<file path="src/design/audio_pkg.sv">
`default_nettype none

package audio_pkg;

    // sample memory geometry
    localparam int ADDR_W    = 16;
    localparam int RAM_DEPTH = 1024;               // words actually implemented
    localparam int RAM_AW    = $clog2(RAM_DEPTH);  // low address bits used by the RAM

    // channel setting widths
    localparam int VOL_W    = 7;
    localparam int PERIOD_W = 15;
    localparam int LEN_W    = 15;

    // mix stage scaling
    localparam int MIX_SHIFT = 6;     // product >>> 6 back to sample range
    localparam int SAT_MAX   = 127;
    localparam int SAT_MIN   = -128;

    localparam logic [7:0] DAC_SILENCE = 8'h80;   // unsigned mid-scale

    typedef logic [ADDR_W-1:0] addr_t;
    typedef logic [15:0]       word_t;     // two signed 8-bit samples with the high byte first
    typedef logic [7:0]        byte_t;     // unsigned DAC value

    // host-held channel settings in 61 bits
    typedef struct packed {
        logic                enable;
        logic [VOL_W-1:0]    vol_l;
        logic [VOL_W-1:0]    vol_r;
        logic [PERIOD_W-1:0] period;   // sample every period+2 clocks
        addr_t               start;    // first word of the sample
        logic [LEN_W-1:0]    length;   // length+1 words per loop
    } audio_chan_cfg_t;

    // DMA fetch sequencing
    typedef enum logic {
        FETCH_SETUP,
        FETCH_READ
    } fetch_state_t;

    // volume multiply then output
    typedef enum logic {
        MIX_MULT,
        MIX_OUT
    } mix_state_t;

endpackage

`default_nettype wire
</file>
<file path="src/design/audio_mixer.sv">
`timescale 1ns/1ps
`default_nettype none

module audio_mixer
    import audio_pkg::*;
(
    input  wire logic            clk,
    input  wire logic            reset_i,
    input  wire audio_chan_cfg_t cfg_i,
    input  wire logic            restart_i,
    output logic                 reload_o,
    output logic                 fetch_o,
    output addr_t                fetch_addr_o,
    input  wire logic            ack_i,
    input  wire word_t           word_i,
    output logic                 pdm_l_o,
    output logic                 pdm_r_o
);

    fetch_state_t fetch_state;
    mix_state_t   mix_state;

    logic [15:0]       period_cnt;   // bit 15 is the underflow flag
    logic [15:0]       length_cnt;   // words left, bit 15 is the underflow flag
    logic [15:0]       length_nxt;
    addr_t             chan_addr;
    word_t             chan_buff;    // DMA word, next sample in the high byte
    logic [1:0]        buff_ok;      // valid mask for the two buffer bytes
    logic              chan_2nd;     // next boundary plays the second byte
    logic              chan_fetch;   // word wanted from memory
    logic signed [7:0] chan_val;     // current sample

    logic sample_tick;
    logic ack_take;
    logic force_wrap;

    logic signed [7:0]  mix_val;
    logic signed [7:0]  mix_vol_l;
    logic signed [7:0]  mix_vol_r;
    logic signed [15:0] prod_l;
    logic signed [15:0] prod_r;
    byte_t              dac_l_val;
    byte_t              dac_r_val;

    // scale back, clamp to the signed byte range, then offset to unsigned
    function automatic byte_t to_dac(input logic signed [15:0] prod);
        logic signed [15:0] scaled;
        logic signed [7:0]  clamped;
        scaled = prod >>> MIX_SHIFT;
        if (scaled > SAT_MAX) begin
            clamped = 8'sd127;
        end else if (scaled < SAT_MIN) begin
            clamped = -8'sd128;
        end else begin
            clamped = scaled[7:0];
        end
        return {~clamped[7], clamped[6:0]};
    endfunction

    assign length_nxt  = length_cnt - 1'b1;
    assign sample_tick = period_cnt[15] && cfg_i.enable;
    assign ack_take    = (fetch_state == FETCH_READ) && ack_i;
    assign force_wrap  = restart_i || !cfg_i.enable;

    always_ff @(posedge clk) begin
        if (reset_i) begin
            period_cnt   <= '1;
            length_cnt   <= '1;     // first enabled boundary wraps
            chan_addr    <= '0;
            buff_ok      <= 2'b00;
            chan_2nd     <= 1'b1;
            chan_fetch   <= 1'b0;
            chan_val     <= '0;
            reload_o     <= 1'b0;
            fetch_state  <= FETCH_SETUP;
            fetch_o      <= 1'b0;
            fetch_addr_o <= '0;
        end else begin
            reload_o   <= 1'b0;
            period_cnt <= period_cnt - 1'b1;

            if (sample_tick) begin
                period_cnt <= {1'b0, cfg_i.period};
                chan_2nd   <= !chan_2nd;
                chan_val   <= buff_ok[1] ? signed'(chan_buff[15:8]) : 8'sd0;  // silence if stale
                buff_ok    <= {buff_ok[0], 1'b0};

                // word used up, line up the next one
                if (chan_2nd) begin
                    chan_fetch <= 1'b1;
                    if (length_nxt[15]) begin
                        chan_addr  <= cfg_i.start;
                        length_cnt <= {1'b0, cfg_i.length};
                        reload_o   <= 1'b1;
                    end else begin
                        chan_addr  <= chan_addr + 1'b1;
                        length_cnt <= length_nxt;
                    end
                end
            end

            case (fetch_state)
                FETCH_SETUP: begin
                    if (chan_fetch) begin
                        fetch_o      <= 1'b1;
                        fetch_addr_o <= chan_addr;
                        fetch_state  <= FETCH_READ;
                    end
                end
                FETCH_READ: begin
                    if (ack_take) begin
                        fetch_o     <= 1'b0;   // request held until ack
                        chan_fetch  <= 1'b0;
                        buff_ok     <= 2'b11;
                        fetch_state <= FETCH_SETUP;
                    end
                end
            endcase

            // wrap at the next boundary and drop any fetch in flight
            if (force_wrap) begin
                period_cnt  <= '1;
                length_cnt  <= '1;
                buff_ok     <= 2'b00;
                chan_2nd    <= 1'b1;
                chan_fetch  <= 1'b0;
                fetch_o     <= 1'b0;
                fetch_state <= FETCH_SETUP;
            end

            if (!cfg_i.enable) begin
                chan_val <= '0;
            end
        end
    end

    // sample buffer, loaded on ack and shifted one byte per sample
    always_ff @(posedge clk) begin
        if (ack_take) begin
            chan_buff <= word_i;
        end else if (sample_tick) begin
            chan_buff <= {chan_buff[7:0], 8'h00};
        end
    end

    // multiplier operands, sample and zero-extended volumes
    always_ff @(posedge clk) begin
        if (mix_state == MIX_MULT) begin
            mix_val   <= chan_val;
            mix_vol_l <= signed'({1'b0, cfg_i.vol_l});
            mix_vol_r <= signed'({1'b0, cfg_i.vol_r});
        end
    end

    assign prod_l = mix_val * mix_vol_l;
    assign prod_r = mix_val * mix_vol_r;

    always_ff @(posedge clk) begin
        if (reset_i) begin
            mix_state <= MIX_MULT;
            dac_l_val <= DAC_SILENCE;
            dac_r_val <= DAC_SILENCE;
        end else begin
            case (mix_state)
                MIX_MULT: begin
                    mix_state <= MIX_OUT;
                end
                MIX_OUT: begin
                    dac_l_val <= to_dac(prod_l);
                    dac_r_val <= to_dac(prod_r);
                    mix_state <= MIX_MULT;
                end
            endcase
        end
    end

    audio_dac dac_l (
        .clk     (clk),
        .reset_i (reset_i),
        .value_i (dac_l_val),
        .pulse_o (pdm_l_o)
    );

    audio_dac dac_r (
        .clk     (clk),
        .reset_i (reset_i),
        .value_i (dac_r_val),
        .pulse_o (pdm_r_o)
    );

endmodule

`default_nettype wire

</file>
<file path="src/design/audio_dac.sv">
`timescale 1ns/1ps
`default_nettype none

// first-order delta-sigma modulator
// the carry out of an 8-bit accumulator gives value/256 density
module audio_dac
    import audio_pkg::*;
(
    input  wire logic  clk,
    input  wire logic  reset_i,
    input  wire byte_t value_i,
    output logic       pulse_o
);

    byte_t      acc;
    logic [8:0] sum;

    assign sum = {1'b0, acc} + {1'b0, value_i};   // bit 8 is the carry

    always_ff @(posedge clk) begin
        if (reset_i) begin
            acc     <= '0;
            pulse_o <= 1'b0;
        end else begin
            acc     <= sum[7:0];
            pulse_o <= sum[8];    // registered pulse stream
        end
    end

endmodule

`default_nettype wire

</file>
<file path="config.mk">
export PLATFORM = sky130hd
export DESIGN_NAME = audio_mixer
export DESIGN_NICKNAME = d
export VERILOG_FILES = /design/src/design/audio_pkg.sv /design/src/design/audio_mixer.sv /design/src/design/audio_dac.sv
export SDC_FILE = /design/constraint.sdc
export NUM_CORES = 1
export LEC_CHECK = 0
export ABC_CLOCK_PERIOD_IN_PS = 6500
export BUFFER_PORTS_ARGS = -buffer_cell sky130_fd_sc_hd__buf_2
export CAP_MARGIN = 30
export CELL_PAD_IN_SITES_DETAIL_PLACEMENT = 0
export CELL_PAD_IN_SITES_GLOBAL_PLACEMENT = 1
export CORE_AREA = 2 2 135 189
export CTS_BUF_LIST = sky130_fd_sc_hd__clkbuf_16
export CTS_CLUSTER_DIAMETER = 60
export DETAILED_ROUTE_END_ITERATION = 10
export DIE_AREA = 0 0 137 191
export HOLD_SLACK_MARGIN = 0.12
export PLACE_DENSITY_LB_ADDON = 0.05
export SETUP_SLACK_MARGIN = 0.05
export SYNTH_ARGS = -nofsm -noshare
export SYNTH_HDL_FRONTEND = slang
export SYNTH_HIERARCHICAL = 1
export SYNTH_SLANG_ARGS = --single-unit
</file>
<file path="constraint.sdc">
create_clock -name clk -period 6.5 [get_ports clk]
set_input_delay 0.325 -clock clk [delete_from_list [all_inputs] [get_ports clk]]
set_output_delay 0.325 -clock clk [all_outputs]
set_load 0.005 [all_outputs]
</file>
==> results.sh <==
export IMPL_finalSetupTns_ns=0
export IMPL_finalHoldViolations=0
export IMPL_synth_nets=1535
export IMPL_final_seq_area_mm2=0.00342
export IMPL_slew_headroom=0.365
export IMPL_avgSynthCellArea_um2=8.82
export IMPL_rsz0062_at_grt="no"
export IMPL_postCtsSetupRepairBufs=0
export IMPL_dr_pass1_iters=4
export IMPL_slew_viol_final=0
export IMPL_setup_viol=0
export IMPL_insertion_delay_ns=0.43
export IMPL_dr_wl_met3_mm=1.00
export IMPL_clock_sink_count=152
export IMPL_cp_arrival_ns=5.86
export IMPL_die_area_mm2=0.0262
export IMPL_drcViolationCount=0
export IMPL_start_util=0.462
export IMPL_status="finished clean"
export IMPL_h_tree_depth=4
export IMPL_worstMarginPinSlew_ns=0.949
export IMPL_cts_tree="done"
export IMPL_drt_iter0_drc=308
export IMPL_globalRouteOverflowTotal=0
export IMPL_fin_crit_ns=5.51
export IMPL_netlist_area_mm2=0.0113
export IMPL_multiInputGateArea_mm2=0.00708
export IMPL_ys_flop_type="dfxtp_1"
export IMPL_top_layer_used="met5"
export IMPL_whs_ns=0.159
export IMPL_synth_seq_area_share=0.302
export IMPL_synth_seq_cells=152
export IMPL_fp_coreArea_mm2=0.0245
export IMPL_clk_pin_slew_worst_paths_ns=0.06
export IMPL_required_ns=6.85
export IMPL_postRouteWirelength_mm=25.6
export IMPL_drtAntennaViolNets=0
export IMPL_cts_root_buf="clkbuf_16"
export IMPL_ir_drop_mv=0.193
export IMPL_met1_length_mm=11.3
export IMPL_clock_skew_ns=0.0148
export IMPL_grt_use_total=0.208
export IMPL_synth_edf_count=38
export IMPL_io_buffers=100
export IMPL_worstSetupPathType="flop to flop"
export IMPL_antenna_found_initial=8
export IMPL_synth_top_area_share=0.202
export IMPL_yosys_top_cells_area="dfxtp_1 (20%), fa_1 (16%), edfxtp_1 (10%)"
export IMPL_holdCritPathClass="input port to flop"
export IMPL_synth_most_common_cell="inv_1"
export IMPL_grt_pass1_vias=8982
export IMPL_num_rows=68
export IMPL_cts_resized=0
export IMPL_area_delta_synth_final_pct=14.9
export IMPL_dpl_hpwl_mm=19.3
export IMPL_synthCells=1283
export IMPL_async_reset_ff_frac=0
export IMPL_cts_buffer_depth=2
export IMPL_viasPerCell=5.18
export IMPL_io_pins=101
export IMPL_final_nets=1635
export IMPL_cts_buffers=17
export IMPL_power_density_mw_per_mm2=263
export IMPL_yosys_area_top_type="dfxtp_1"
export IMPL_report_power_total_mw=3.42
export IMPL_endpoint_kind="flop"
export IMPL_grt_max_degree=61
export IMPL_drv_cap=0
export IMPL_layout_drive_gt1_share=0.122
export IMPL_gp_congestion=0.803
export IMPL_dieHeight_um=191
export IMPL_cp_start_kind="flop"
export IMPL_cp_max_fo=14
export IMPL_wl_met2_mm=12.8
export IMPL_die_w_um=137
export IMPL_ys_types=66
export IMPL_post_route_period_util=0.847
export IMPL_synth_commonest_cells="inv_1 (173), nand2_1 (123), dfxtp_1 (114), fa_1 (92), nor2_1 (92)"
export IMPL_power_static_leakage_nw=5.91
export IMPL_grt_pass1_wl_mm=43.4
export IMPL_fillCellCount=2380
export IMPL_yosysWarnings=6
export IMPL_max_freq_mhz=182
export IMPL_num_vias=8874
export IMPL_detail_route_wl_per_cell_um=14.9
[routing by layer]
layer	global-route usage	up-vias
met4	0.0638	10
met1	0.249	4258
met2	0.364	119
met3	0.0488	35
met5	0	-
li1	-	4452
[flip-flops by register name, indices dropped and copies added, names as in the netlist]
signal and cells:
fetch_state 1, dac_l/acc 8, buff_ok 2, dac_r/acc 8, reload_o 1, length_cnt 16
dac_r/pulse_o 1, dac_r_val 8, chan_fetch 1, fetch_addr_o 16, period_cnt 16, chan_2nd 1
chan_val 8, chan_buff 16, dac_l/pulse_o 1, mix_val 8, mix_state 1, fetch_o 1
dac_l_val 8, mix_vol_l 7, chan_addr 16, mix_vol_r 7
[kinds of logic (layout without fill, tap and decap cells)]
| logic type | count (synthesis) | after routing | synth area share |
|---|---|---|---|
| other cells | 0 | 3 | 0 |
| xor+xnor | 46 | 46 | 0.0356 |
| simple gates | 434 | 434 | 0.194 |
| compound gates | 246 | 246 | 0.132 |
| fa+ha+maj | 171 | 171 | 0.250 |
| buf+inv | 222 | 335 | 0.0739 |
| flops | 152 | 152 | 0.302 |
| mux | 12 | 12 | 0.0124 |
[critical path, stage by stage (launching register included)]
cell and delay, ns:
edfxtp_1 0.65, nand2_1 0.23, fa_1 0.58, inv_1 0.05, fa_1 0.46, fa_1 0.54, inv_1 0.06, fa_1 0.53
inv_1 0.05, ha_1 0.33, a21oi_1 0.15, o22ai_1 0.12, a2111oi_0 0.39, a21oi_1 0.23, a311oi_1 0.35, xor2_1 0.16
a211o_1 0.39, o21ai_0 0.19
[report_power, final]
group	switching [mW]	total, mW	internal [mW]
Clock	0.408	1.12	0.709
Combinational	0.642	1.15	0.510
Sequential	0.0787	1.15	1.08
[repair_timing]
action	in CTS	in global routing
hold endpoints to repair	20	0
hold buffers	20	0
endpoints found under the setup margin	0	0
[worst paths after layout]
check / from / to / slack [ns] / cells past startpoint
worst max register to register: mix_val[7] / dac_r_val[3] / 0.99 / 17
worst max-delay path: mix_val[7] / dac_r_val[3] / 0.99 / 17
worst min register to register: chan_val[0] / mix_val[0] / 0.43 / 0
worst min-delay path: cfg_i[36] / period_cnt[5] / 0.16 / 3
[final cells by class]
cell class                      count  share of cell area
Timing Repair Buffer              129              0.0606
Clock inverter                     12              0.0128
Antenna cell                        3            0.000577
Sequential cell                   152               0.263
Tap cell                          315              0.0303
Inverter                          174              0.0502
Multi-Input combinational cell    909               0.544
Clock buffer                       20              0.0385
[layout by cell type, fill, tap and decap left out, drive strengths merged, types with 19 or more instances in the layout]
cell type,Yosys,routed
nor3,25,25
nor2,92,92
xnor2,26,26
inv,173,177
buf,6,109
and3,19,19
edfxtp,38,38
and2,87,87
clkbuf,42,20
xor2,20,20
dlygate4sd3,0,20
a21oi,83,83
nand2,123,123
ha,79,79
dfxtp,114,114
fa,92,92
o21ai,87,87
[through the flow]
| stage | instances | setup slack [ns] | util | instance area, um^2 |
|---|---|---|---|---|
| 6_report | 1714 | 0.994 | 0.531 | 13000 |
| 5_1_grt | 1713 | 0.571 | 0.531 | 13000 |
| 2_1_floorplan | 1283 | 1.38 | - | 11300 |
| 4_1_cts | 1711 | 0.961 | 0.531 | 13000 |
| 3_5_place_dp | 1659 | 0.984 | 0.495 | 12100 |
| 3_3_place_gp | 1658 | 1.12 | 0.494 | 12100 |
Note: power is estimated with default switching activity, not from simulation.
